[config.mk]
export PLATFORM = sky130hd
export DESIGN_NAME = fetch_buffer
export DESIGN_NICKNAME = d
export VERILOG_FILES = /design/src/fetch_pkg.sv /design/src/fetch_buffer.sv
export SDC_FILE = /design/constraint.sdc
export NUM_CORES = 1
export LEC_CHECK = 0
export BUFFER_PORTS_ARGS = -buffer_cell sky130_fd_sc_hd__buf_4
export CAP_MARGIN = 20
export CORE_UTILIZATION = 40
export CTS_CLUSTER_SIZE = 28
export DETAILED_ROUTE_END_ITERATION = 12
export GPL_TIMING_DRIVEN = 0
export PLACE_DENSITY = 0.83
export SYNTH_ARGS = -nofsm -noshare
export SYNTH_HDL_FRONTEND = slang
export SYNTH_SLANG_ARGS = --single-unit
[constraint.sdc]
create_clock -name clk_i -period 0.9 [get_ports clk_i]
set_clock_uncertainty 0.2 [all_clocks]
set_input_delay 0.045 -clock clk_i [delete_from_list [all_inputs] [get_ports clk_i]]
set_output_delay 0.045 -clock clk_i [all_outputs]
set_load 0.05 [all_outputs]
[src/fetch_pkg.sv]
package fetch_pkg;

    // Data and address width
    localparam int XLEN = 32;

    typedef logic [4:0]      reg_idx_t;
    typedef logic [XLEN-1:0] word_t;

    localparam word_t RESET_PC = '0;

    // Control transfer opcodes
    localparam logic [6:0] OPC_JAL    = 7'b1101111;
    localparam logic [6:0] OPC_JALR   = 7'b1100111;
    localparam logic [6:0] OPC_BRANCH = 7'b1100011;

    // B-type funct3 codes
    localparam logic [2:0] F3_BEQ  = 3'b000;
    localparam logic [2:0] F3_BNE  = 3'b001;
    localparam logic [2:0] F3_BLT  = 3'b100;
    localparam logic [2:0] F3_BGE  = 3'b101;
    localparam logic [2:0] F3_BLTU = 3'b110;
    localparam logic [2:0] F3_BGEU = 3'b111;

    // Next-PC select codes
    localparam logic [1:0] NEXT_SEQ       = 2'b00;
    localparam logic [1:0] NEXT_EX_SEQ    = 2'b01;
    localparam logic [1:0] NEXT_BTB       = 2'b10;
    localparam logic [1:0] NEXT_EX_TARGET = 2'b11;

    // IF/ID payload
    typedef struct packed {
        logic  valid;
        word_t pc;
        word_t instr;
        logic  btb_hit;
    } fetch_t;

    // Branch outcome reported from EX to the predictor
    typedef struct packed {
        logic  valid;
        logic  is_jump;
        logic  taken;
        logic  btb_hit;
        word_t pc;
        word_t target;
    } resolve_t;

    // Register file write-back
    typedef struct packed {
        logic     en;
        reg_idx_t addr;
        word_t    data;
    } reg_wr_t;

    // Instruction seen in EX
    typedef struct packed {
        logic  valid;
        word_t pc;
        word_t instr;
    } issue_t;

endpackage
[src/fetch_buffer.sv]
`timescale 1ns/100ps

module fetch_buffer (
    input  logic              clk_i,
    input  logic              rst_i,
    input  logic              stall_i,
    input  logic              flush_i,
    input  fetch_pkg::fetch_t fetch_i,
    output fetch_pkg::fetch_t fetch_o
);

    logic              valid_q;
    fetch_pkg::fetch_t data_q;

    // Flush wins over stall
    always_ff @(posedge clk_i or posedge rst_i) begin
        if (rst_i) begin
            valid_q <= 1'b0;
        end else if (flush_i) begin
            valid_q <= 1'b0;
        end else if (!stall_i) begin
            valid_q <= fetch_i.valid;
        end
    end

    // Payload only moves when the stage advances
    always_ff @(posedge clk_i) begin
        if (!stall_i) begin
            data_q <= fetch_i;
        end
    end

    always_comb begin
        fetch_o       = data_q;
        fetch_o.valid = valid_q;
    end

endmodule

==> results.txt <==
----------------------------------------------------
[Setup path]
  Buf+Inv Stages, Crit Path ... 2
  Critical Path Fanout Max ... 2
  Maximum cell stage delay along the critical path ... 0.42 ns
  Worst path top cell family by delay ... flip-flops
  Worst path slowest cell ... sky130_fd_sc_hd__dfrtp_1
  Arrival time worst endpoint ... 1.03 ns
  Critical Path RT ... 0.65 ns
  Crit path launch type ... register
  Kind of critical path ... reg2out
  CP endpoint kind ... output port
  Cell-by-cell listing of the critical path ... buf_6, buf_8

[Global routing]
  Initial antenna violation count ... 1
  All-Layer GR Usage ... 0.292
  Remaining global-route overflow ... 0
  Pin count of the biggest net entering global routing ... 47
  Vias in the first global route ... 1,873
  Global-route wire length before repair ... 10.3 mm

[STA]
  Hold Slack ... -0.0593 ns
  Tightest Pin Transition ... 0.265 ns
  Highest Clock Rate ... 0.783 GHz
  Final Worst Setup Slack ... -0.377 ns
  Minimum clock period ... 1.28 ns
  Max Transition Viols Final ... 0
  Final cycle utilization of the critical path ... 1.42
  Unrepaired setup endpoints after global routing ... true
  Setup-failing EPs final ... 67
  Headroom to the max-slew limit ... 0.823
  Hold Violations, Final ... 3

[Drt]
  Via density per instance ... 4.58
  1st-iter DRT viols ... 40
  Post-detailed-route wirelength per cell ... 20.9 um
  WL final ... 7.57 mm
  Detail Route Antenna Nets ... 0
  DRC ... 0
  Number of iterations in the first detailed-routing pass ... 4
  Via count ... 1,657

[Die]
  Std-Cell Rows ... 25
  Number of top-level design ports ... 136
  Die width ... 72.8 um
  Initial standard-cell utilization of the core ... 0.419
  Floorplan die area ... 5300 um^2
  Standard cell core area ... 4790 um^2
  DIE HEIGHT ... 72.8 um

[Flow run]
  Number of max-capacitance violations reported ... 0

[Layout]
  Share of post-route cells with drive strength above 1 ... 0.524
  Area growth from synthesis to layout ... 114%
  Highest-count cells in the layout ignoring fill and taps ... 71 x sky130_fd_sc_hd__buf_4, 68 x sky130_fd_sc_hd__dlygate4sd3_1, 66 x sky130_fd_sc_hd__buf_6
  Final net count ... 360
  Summed area of non-filler cells in the final layout ... 4290 um^2
  Filler instances ... 161
  Commonest non-fill, non-tap cell in the layout ... sky130_fd_sc_hd__buf_4

[Status]
  Violations in the final reports ... hold timing, setup timing
  Run status ... complete, but fails checks

[Clock network]
  Maximum level of the CTS H-tree ... 3
  Sinks on Clock Net ... 66
  Clock latency of the later-clocked register in the worst-skew pair ... 0.35 ns
  Number of buffers inserted for hold repair after clock tree synthesis ... 68
  Clock tree buffer depth ... 2
  Number of CTS-inserted buffers ... 9
  Clock slew seen by the registers of the worst setup and hold paths ... 0.08 ns
  Clock root cell ... sky130_fd_sc_hd__clkbuf_8
  CTS tree ... built

[Synth]
  Gate count of the mapped netlist ... 71
  Count of cell types in the netlist ... 6
  Post-synth net total ... 141
  Avg Inst Size Synth ... 28.2 um^2
  Post-synthesis sequential area ratio ... 0.986
  Warnings, synthesis ... 0
  Area of the mapped netlist ... 2010 um^2
  Total of flip-flops plus latches after synthesis ... 66

[Power and ir drop]
  Leakage power ... 0.00181 uW
  Total power ... 8150 uW
  Maximum resistive drop on vdd ... 1.91 mV
  Power density over cell area ... 1900 nW/um^2

[Placement]
  Post-place instance area ... 3130 um^2
  Total of buffers placed on input and output ports ... 135
  DP HPWL ... 3.12 mm
  Routability cong. ... 0.652

[Worst hold path]
  Hold WC Path Type ... in2async

----------------------------------------------------
==> flip-flops by register name, indices dropped and copies added (netlist names) <==
register  cells
fetch_o      65
valid_q       1
==> worst paths after layout <==
path	startpoint	end	slack (ns)	cells after the start
min in group clk_i	stall_i	fetch_o[44]	-0.06	2
hold / removal	rst_i	valid_q	-0.06	3
setup reg to reg	valid_q	valid_q	-0.09	2
setup / recovery	valid_q	fetch_o[65]	-0.38	2
hold reg to reg	valid_q	valid_q	0.52	2
max in group asynchronous	rst_i	valid_q	0.44	3
==> repair_timing <==
item	4_1_cts	5_1_grt
cloned	1	1
resized for setup	68	1
endpoints found under the hold margin	67	3
setup buffers	0	2
endpoints found under the setup margin	112	93
==> routing by layer <==
layer	track usage	up-vias	routed length (um)
li1	-	719	-
met1	0.304	813	2590
met2	0.518	105	4100
met3	0.119	20	662
met4	0.124	0	217
met5	0	-	0
==> cells in the mapped netlist <==
cell | number | area (um^2)
sky130_fd_sc_hd__edfxtp_1 | 65 | 1950
sky130_fd_sc_hd__nor2_1 | 1 | 3.75
sky130_fd_sc_hd__buf_4 | 1 | 7.51
sky130_fd_sc_hd__dfrtp_1 | 1 | 25.0
sky130_fd_sc_hd__inv_1 | 2 | 7.51
sky130_fd_sc_hd__mux2i_1 | 1 | 10.0
==> final cells by class <==
| type | count | area (um^2) | share of cell area |
|---|---|---|---|
| timing repair inverter | 1 | 7.51 | 0.00175 |
| tap | 67 | 83.8 | 0.0196 |
| clock inverter | 4 | 43.8 | 0.0102 |
| antenna | 1 | 2.50 | 0.000584 |
| clock buffer | 11 | 131 | 0.0306 |
| buffer | 1 | 11.3 | 0.00263 |
| inverter | 2 | 11.3 | 0.00263 |
| timing repair buffer | 207 | 2010 | 0.468 |
| multi-input combinational | 2 | 13.8 | 0.00321 |
| sequential | 66 | 1980 | 0.461 |
==> cells by family (layout without fill, tap and decap cells) <==
kind of cell	after synthesis	in the layout	share of synthesized area
buffers and inverters	3	226	0.00749
multiplexers	1	1	0.00499
AND/OR/NAND/NOR	1	1	0.00187
other	0	1	0
flip-flops	66	66	0.986
==> worst register-to-register path: stages, from the launching register on <==
cell and delay (ns):
sky130_fd_sc_hd__dfrtp_1 0.42, sky130_fd_sc_hd__mux2i_1 0.17, sky130_fd_sc_hd__nor2_1 0.09
==> power breakdown <==
group	switching (uW)	internal, uW	leakage [uW]
Sequential	138	3650	0.000649
Clock	1130	1250	0.0000906
Combinational	1140	845	0.00107
Total	2410	5750	0.00181
==> metrics by stage <==
| stage | cells | worst slack, ns | util | setup TNS (ns) | hold WS [ns] |
|---|---|---|---|---|---|
| floorplan | 71 | -0.633 | - | -41.17 | -0.426 |
| global placement | 273 | -1.06 | 0.649 | -68.96 | -0.310 |
| detailed placement | 274 | -0.461 | 0.653 | -25.24 | -0.304 |
| CTS | 358 | -0.346 | 0.887 | -15.69 | -0.166 |
| global route | 362 | -0.400 | 0.896 | -18.54 | -0.0695 |
| finish | 362 | -0.377 | 0.896 | -16.95 | -0.0593 |
No activity file was read; power rests on OpenSTA's default activity.
