**config.mk**
```make
export PLATFORM = sky130hd
export DESIGN_NAME = decode_resolve
export DESIGN_NICKNAME = d
export VERILOG_FILES = /design/src/fetch_pkg.sv /design/src/decode_resolve.sv /design/src/reg_file.sv
export SDC_FILE = /design/constraint.sdc
export NUM_CORES = 2
export LEC_CHECK = 0
export BUFFER_PORTS_ARGS = -buffer_cell sky130_fd_sc_hd__buf_2
export CAP_MARGIN = 10
export CORE_AREA = 4 4 335 337
export DETAILED_ROUTE_END_ITERATION = 16
export DIE_AREA = 0 0 339 341
export PLACE_DENSITY = 0.82
export SLEW_MARGIN = 20
export SYNTH_ARGS = -nofsm -noshare
export SYNTH_HDL_FRONTEND = slang
export SYNTH_SLANG_ARGS = --single-unit
```
**constraint.sdc**
```tcl
create_clock -name clk_i -period 34 [get_ports clk_i]
set_input_delay 5.1 -clock clk_i [delete_from_list [all_inputs] [get_ports clk_i]]
set_output_delay 5.1 -clock clk_i [all_outputs]
set_load 0.1 [all_outputs]
```
**src/fetch_pkg.sv**
```systemverilog
package fetch_pkg;

    // Data and address width
    localparam int XLEN = 32;

    typedef logic [4:0]      reg_idx_t;
    typedef logic [XLEN-1:0] word_t;

    localparam word_t RESET_PC = '0;

    // Control transfer opcodes
    localparam logic [6:0] OPC_JAL    = 7'b1101111;
    localparam logic [6:0] OPC_JALR   = 7'b1100111;
    localparam logic [6:0] OPC_BRANCH = 7'b1100011;

    // B-type funct3 codes
    localparam logic [2:0] F3_BEQ  = 3'b000;
    localparam logic [2:0] F3_BNE  = 3'b001;
    localparam logic [2:0] F3_BLT  = 3'b100;
    localparam logic [2:0] F3_BGE  = 3'b101;
    localparam logic [2:0] F3_BLTU = 3'b110;
    localparam logic [2:0] F3_BGEU = 3'b111;

    // Next-PC select codes
    localparam logic [1:0] NEXT_SEQ       = 2'b00;
    localparam logic [1:0] NEXT_EX_SEQ    = 2'b01;
    localparam logic [1:0] NEXT_BTB       = 2'b10;
    localparam logic [1:0] NEXT_EX_TARGET = 2'b11;

    // IF/ID payload
    typedef struct packed {
        logic  valid;
        word_t pc;
        word_t instr;
        logic  btb_hit;
    } fetch_t;

    // Branch outcome reported from EX to the predictor
    typedef struct packed {
        logic  valid;
        logic  is_jump;
        logic  taken;
        logic  btb_hit;
        word_t pc;
        word_t target;
    } resolve_t;

    // Register file write-back
    typedef struct packed {
        logic     en;
        reg_idx_t addr;
        word_t    data;
    } reg_wr_t;

    // Instruction seen in EX
    typedef struct packed {
        logic  valid;
        word_t pc;
        word_t instr;
    } issue_t;

endpackage
```
**src/decode_resolve.sv**
```systemverilog
`timescale 1ns/100ps

module decode_resolve (
    input  logic                clk_i,
    input  logic                rst_i,
    input  logic                stall_i,
    input  logic                flush_i,
    input  fetch_pkg::fetch_t   fetch_i,
    input  fetch_pkg::reg_wr_t  wb_i,
    output fetch_pkg::resolve_t resolve_o,
    output fetch_pkg::issue_t   issue_o
);

    // ID/EX payload
    typedef struct packed {
        logic             btb_hit;
        logic             is_uncond;
        logic             is_branch;
        logic             cmp_true;
        fetch_pkg::word_t pc;
        fetch_pkg::word_t instr;
        fetch_pkg::word_t target;
    } id_ex_t;

    logic [6:0]          opcode;
    logic [2:0]          funct3;
    fetch_pkg::reg_idx_t rs1;
    fetch_pkg::reg_idx_t rs2;
    fetch_pkg::word_t    rd1;
    fetch_pkg::word_t    rd2;
    fetch_pkg::word_t    imm;
    fetch_pkg::word_t    base;
    logic                is_jal;
    logic                is_jalr;
    logic                is_branch;
    logic                cmp_true;
    id_ex_t              id_d;
    id_ex_t              ex_q;
    logic                ex_valid_q;
    logic                ex_taken;

    assign opcode = fetch_i.instr[6:0];
    assign funct3 = fetch_i.instr[14:12];
    assign rs1    = fetch_i.instr[19:15];
    assign rs2    = fetch_i.instr[24:20];

    assign is_jal    = (opcode == fetch_pkg::OPC_JAL);
    assign is_jalr   = (opcode == fetch_pkg::OPC_JALR);
    assign is_branch = (opcode == fetch_pkg::OPC_BRANCH);

    reg_file u_reg_file (
        .clk_i (clk_i),
        .rst_i (rst_i),
        .rs1_i (rs1),
        .rs2_i (rs2),
        .wb_i  (wb_i),
        .rd1_o (rd1),
        .rd2_o (rd2)
    );

    // J, I or B immediate
    always_comb begin
        if (is_jal) begin
            imm = {{12{fetch_i.instr[31]}}, fetch_i.instr[19:12], fetch_i.instr[20],
                   fetch_i.instr[30:21], 1'b0};
        end else if (is_jalr) begin
            imm = {{21{fetch_i.instr[31]}}, fetch_i.instr[30:20]};
        end else begin
            imm = {{20{fetch_i.instr[31]}}, fetch_i.instr[7], fetch_i.instr[30:25],
                   fetch_i.instr[11:8], 1'b0};
        end
    end

    always_comb begin
        unique case (funct3)
            fetch_pkg::F3_BEQ:  cmp_true = (rd1 == rd2);
            fetch_pkg::F3_BNE:  cmp_true = (rd1 != rd2);
            fetch_pkg::F3_BLT:  cmp_true = ($signed(rd1) < $signed(rd2));
            fetch_pkg::F3_BGE:  cmp_true = ($signed(rd1) >= $signed(rd2));
            fetch_pkg::F3_BLTU: cmp_true = (rd1 < rd2);
            fetch_pkg::F3_BGEU: cmp_true = (rd1 >= rd2);
            default:            cmp_true = 1'b0;
        endcase
    end

    // JALR is register based, everything else PC relative
    assign base = is_jalr ? rd1 : fetch_i.pc;

    assign id_d.btb_hit   = fetch_i.btb_hit;
    assign id_d.is_uncond = is_jal || is_jalr;
    assign id_d.is_branch = is_branch;
    assign id_d.cmp_true  = cmp_true;
    assign id_d.pc        = fetch_i.pc;
    assign id_d.instr     = fetch_i.instr;
    assign id_d.target    = base + imm;

    // Bubble on stall or flush
    always_ff @(posedge clk_i or posedge rst_i) begin
        if (rst_i) begin
            ex_valid_q <= 1'b0;
        end else if (stall_i || flush_i) begin
            ex_valid_q <= 1'b0;
        end else begin
            ex_valid_q <= fetch_i.valid;
        end
    end

    always_ff @(posedge clk_i) begin
        ex_q <= id_d;
    end

    assign ex_taken = ex_q.is_uncond || (ex_q.is_branch && ex_q.cmp_true);

    assign resolve_o.valid   = ex_valid_q;
    assign resolve_o.is_jump = ex_q.is_uncond || ex_q.is_branch;
    assign resolve_o.taken   = ex_taken;
    assign resolve_o.btb_hit = ex_q.btb_hit;
    assign resolve_o.pc      = ex_q.pc;
    assign resolve_o.target  = ex_q.target;

    assign issue_o.valid = ex_valid_q;
    assign issue_o.pc    = ex_q.pc;
    assign issue_o.instr = ex_q.instr;

endmodule

```
**src/reg_file.sv**
```systemverilog
`timescale 1ns/100ps

module reg_file (
    input  logic                clk_i,
    input  logic                rst_i,
    input  fetch_pkg::reg_idx_t rs1_i,
    input  fetch_pkg::reg_idx_t rs2_i,
    input  fetch_pkg::reg_wr_t  wb_i,
    output fetch_pkg::word_t    rd1_o,
    output fetch_pkg::word_t    rd2_o
);

    fetch_pkg::word_t regs_q [32];

    always_ff @(posedge clk_i or posedge rst_i) begin
        if (rst_i) begin
            for (int i = 0; i < 32; i++) begin
                regs_q[i] <= '0;
            end
        end else if (wb_i.en && (wb_i.addr != '0)) begin
            // x0 is never written
            regs_q[wb_i.addr] <= wb_i.data;
        end
    end

    // No write-through, a same-cycle write shows on the next read
    assign rd1_o = (rs1_i == '0) ? '0 : regs_q[rs1_i];
    assign rd2_o = (rs2_i == '0) ? '0 : regs_q[rs2_i];

endmodule

```
==> run summary <==
Status: finished clean
Root Driver: clkbuf_16
CP arrival: 11.18 ns
Avg WL per Cell: 31.02 um
Initial antenna violation count: 10
Starting Density: 0.5492
FF+latch count, synth: 1,125
Nets: 3,889
Most common flop cell mapped by yosys: dfrtp_1
Vias per cell: 6.865
All-Layer GR Usage: 0.2807
Reg clk slew, reported paths: 0.06 ns
RSZ-0062 raised after global routing: false
Setup TNS: 0 ns
Worst-case clock skew: 0.03044 ns
Max VDD drop: 48.73 uV
Num CTS Buffers: 114
YS warnings: 0
Fin. Hold Viols: 0
Achievable frequency: 94.62 MHz
Clk_lat worst skew: 0.72 ns
DPL Wire Length: 91,120 um
Drt total wl: 162,300 um
Syn avg cell area: 15.66 um2
Core outline area: 0.1089 mm2
Hold Crit Class: reg2reg
Library cells used by synthesis: 53
Post-CTS setup buffer count: 0
Fin. max-slew vios: 0
Sequential cell area: 0.02765 mm2
DP Area: 0.06096 mm2
Post-synth top area share: 0.4291
H-tree levels: 3
PortBufs: 240
Fillers: 7,778
Gate Count Post-Synth: 3,817
Post_cts resized: 0
Post-synth EDFFs: 0
Final setup fails: 0
Max-slew headroom at the worst pin: 0.2469
Synth area leader: dfrtp_1
Mapped Nets: 3,989
Die height: 341 um
CTS max path bufs: 3
Post-synth ARST share: 0.9111
DRC viols: 0
Final period util: 0.3108
Global route total overflow: 0
LEAKAGE: 28.12 nW
Setup CP Type: in2reg
Initial DRT Pass Iterations: 7
Layout cells sized above 1: 0.5860
Startpoint Class: input port
Chip width: 339 um
Total number of vias: 35,930
Slew at the pin closest to its max-slew limit: 1.130 ns
Initial DRC Count: 3,688
Multi-input gate area: 0.02967 mm2
Max-cap violations: 0
# rows: 121
Sequential fraction of the synthesis area: 0.4626
First-pass GRT wire length: 244,300 um
Final ANT Viol Nets: 0
Vias in the first global route: 37,610
Die Footprint: 0.1156 mm2
Minimum clock period: 10.57 ns
CP required: 34.61 ns
Crit-path max cell delay: 0.78 ns
CP Cell Sequence: buf_8, buf_4, buf_4, mux4_2, mux4_2, mux2i_1, nor2_1, mux2_2, ha_1, a21oi_1, o21ai_0, a21o_1, a221o_1, a311oi_1, o41ai_1, a31oi_1, xnor2_1
CTS tree: yes
Clk sinks: 1,125
Crit path capture type: flop
# IOs: 241
Largest net degree at the start of global routing: 173
Pwr Density: 62.11 mW/mm2
Hold slack: 0.3957 ns
Area Overhead vs Synth: 8.626%
Finished Cell Area: 0.06493 mm2
Hold-fix buffers, CTS: 0
Final weighted congestion in routability-driven placement: 0.8621
Synth top area cells: dfrtp_1, mux4_2, mux2_2
Slowest cell on crit path: buf_4
Netlist Area Pre-Place: 0.05978 mm2
Critical path peak fanout: 72
==> per-stage QoR <==
| stage | total power [mW] | cells | worst slack, ns | utilization |
|---|---|---|---|---|
| global route | 4.190 | 5227 | 22.96 | 0.5964 |
| finish | 4.033 | 5233 | 23.43 | 0.5965 |
| floorplan | 2.501 | 3817 | 0.05517 | - |
| detailed placement | 2.717 | 5015 | 22.68 | 0.5600 |
| global placement | 2.669 | 5015 | 22.76 | 0.5600 |
| CTS | 4.039 | 5226 | 23.46 | 0.5964 |
==> layout by cell type (no fill, tap or decap), types with 4 or more instances in the layout <==
| master | synthesis | layout |
|---|---|---|
| buf_12 | 0 | 5 |
| buf_4 | 144 | 62 |
| nor3_1 | 9 | 8 |
| diode_2 | 0 | 7 |
| ha_1 | 63 | 63 |
| clkbuf_1 | 265 | 22 |
| nor2_1 | 66 | 50 |
| bufinv_16 | 0 | 10 |
| mux2i_1 | 38 | 38 |
| o21ai_0 | 15 | 15 |
| o21a_1 | 4 | 4 |
| dfxtp_1 | 100 | 100 |
| mux4_2 | 638 | 638 |
| o211ai_1 | 5 | 5 |
| xnor2_1 | 17 | 17 |
| nand2_2 | 0 | 16 |
| clkbuf_16 | 0 | 121 |
| mux2_2 | 1058 | 1058 |
| nand3b_1 | 5 | 5 |
| nand4_1 | 15 | 15 |
| a21o_1 | 30 | 30 |
| or2_2 | 7 | 7 |
| nor2b_1 | 11 | 11 |
| and3_1 | 4 | 4 |
| inv_1 | 14 | 13 |
| xor2_1 | 13 | 13 |
| nor2_4 | 0 | 16 |
| buf_2 | 41 | 231 |
| buf_8 | 0 | 4 |
| dfrtp_1 | 1025 | 1025 |
| nand3_1 | 12 | 12 |
| clkinv_2 | 0 | 22 |
| nor3b_1 | 5 | 5 |
| nand2_1 | 70 | 54 |
| clkbuf_8 | 0 | 22 |
| a21oi_1 | 33 | 33 |
| a211oi_1 | 6 | 6 |
==> metal layers <==
metal,share of wire,up-vias,GRT usage
met2,0.49,1711,0.4505
met1,0.38,19420,0.3731
met5,0.000080,-,0
li1,-,14380,-
met4,0.045,2,0.1206
met3,0.086,418,0.06285
==> sequential cells by signal (all words and copies together) (netlist names) <==
| signal | cells |
|---|---|
| ex_q | 3 |
| issue_o | 64 |
| u_reg_file.regs_q | 1024 |
| resolve_o | 33 |
| ex_valid_q | 1 |
==> worst paths after layout <==
| check | from | to | slack (ns) | depth (start not counted) |
|---|---|---|---|---|
| max in group asynchronous | rst_i | u_reg_file.regs_q[454] | 26.98 | 4 |
| min reg2reg | u_reg_file.regs_q[995] | u_reg_file.regs_q[995] | 0.40 | 0 |
| max reg2reg | u_reg_file.regs_q[398] | resolve_o[28] | 29.22 | 14 |
| min in group asynchronous | rst_i | u_reg_file.regs_q[14] | 4.57 | 2 |
| max | fetch_i[16] | resolve_o[31] | 23.43 | 17 |
| min | u_reg_file.regs_q[995] | u_reg_file.regs_q[995] | 0.40 | 0 |
==> synthesized netlist by cell type (17+ instances only) <==
| cell | count |
|---|---|
| mux2_2 | 1058 |
| dfrtp_1 | 1025 |
| mux4_2 | 638 |
| clkbuf_1 | 265 |
| buf_4 | 144 |
| dfxtp_1 | 100 |
| nand2_1 | 70 |
| buf_1 | 66 |
| nor2_1 | 66 |
| ha_1 | 63 |
| buf_2 | 41 |
| mux2i_1 | 38 |
| a21oi_1 | 33 |
| a21o_1 | 30 |
| xnor2_1 | 17 |
==> critical path: cells and delay by family <==
family,cells,cell delay [ns]
fa+ha+maj,1,0.36
simple gates,1,0.09
mux,4,1.61
compound gates,7,1.56
xor+xnor,1,0.09
buf+inv,3,2.11
==> cell type report <==
class / instances / share of cell area
clock buffers: 165 / 0.05256
inverters: 14 / 0.0009249
diodes: 7 / 0.0002698
flip-flops and latches: 1125 / 0.4258
repair buffers: 304 / 0.02779
multi-input cells: 2158 / 0.4570
clock inverters: 46 / 0.008420
well taps: 1414 / 0.02725
==> cells by family (layout without fill, tap and decap cells) <==
logic type | count (synthesis) | in the layout | share of synthesized area
AOI/OAI and AO/OA | 114 | 114 | 0.01256
xor gates and xnor gates | 30 | 30 | 0.004395
adders and majority gates | 64 | 64 | 0.01352
buffers and inverters | 534 | 529 | 0.04393
DFF | 1125 | 1125 | 0.4626
muxes | 1734 | 1734 | 0.4460
other | 0 | 7 | 0
and+or+nand+nor | 216 | 216 | 0.01700
==> report_power, final <==
part / leakage [nW] / internal (mW) / switching [mW]
combinational: 12.2 / 0.509 / 0.441
sequential: 14.0 / 1.58 / 0.176
clock: 1.96 / 0.774 / 0.552
Power figures use the tool's default switching activity.
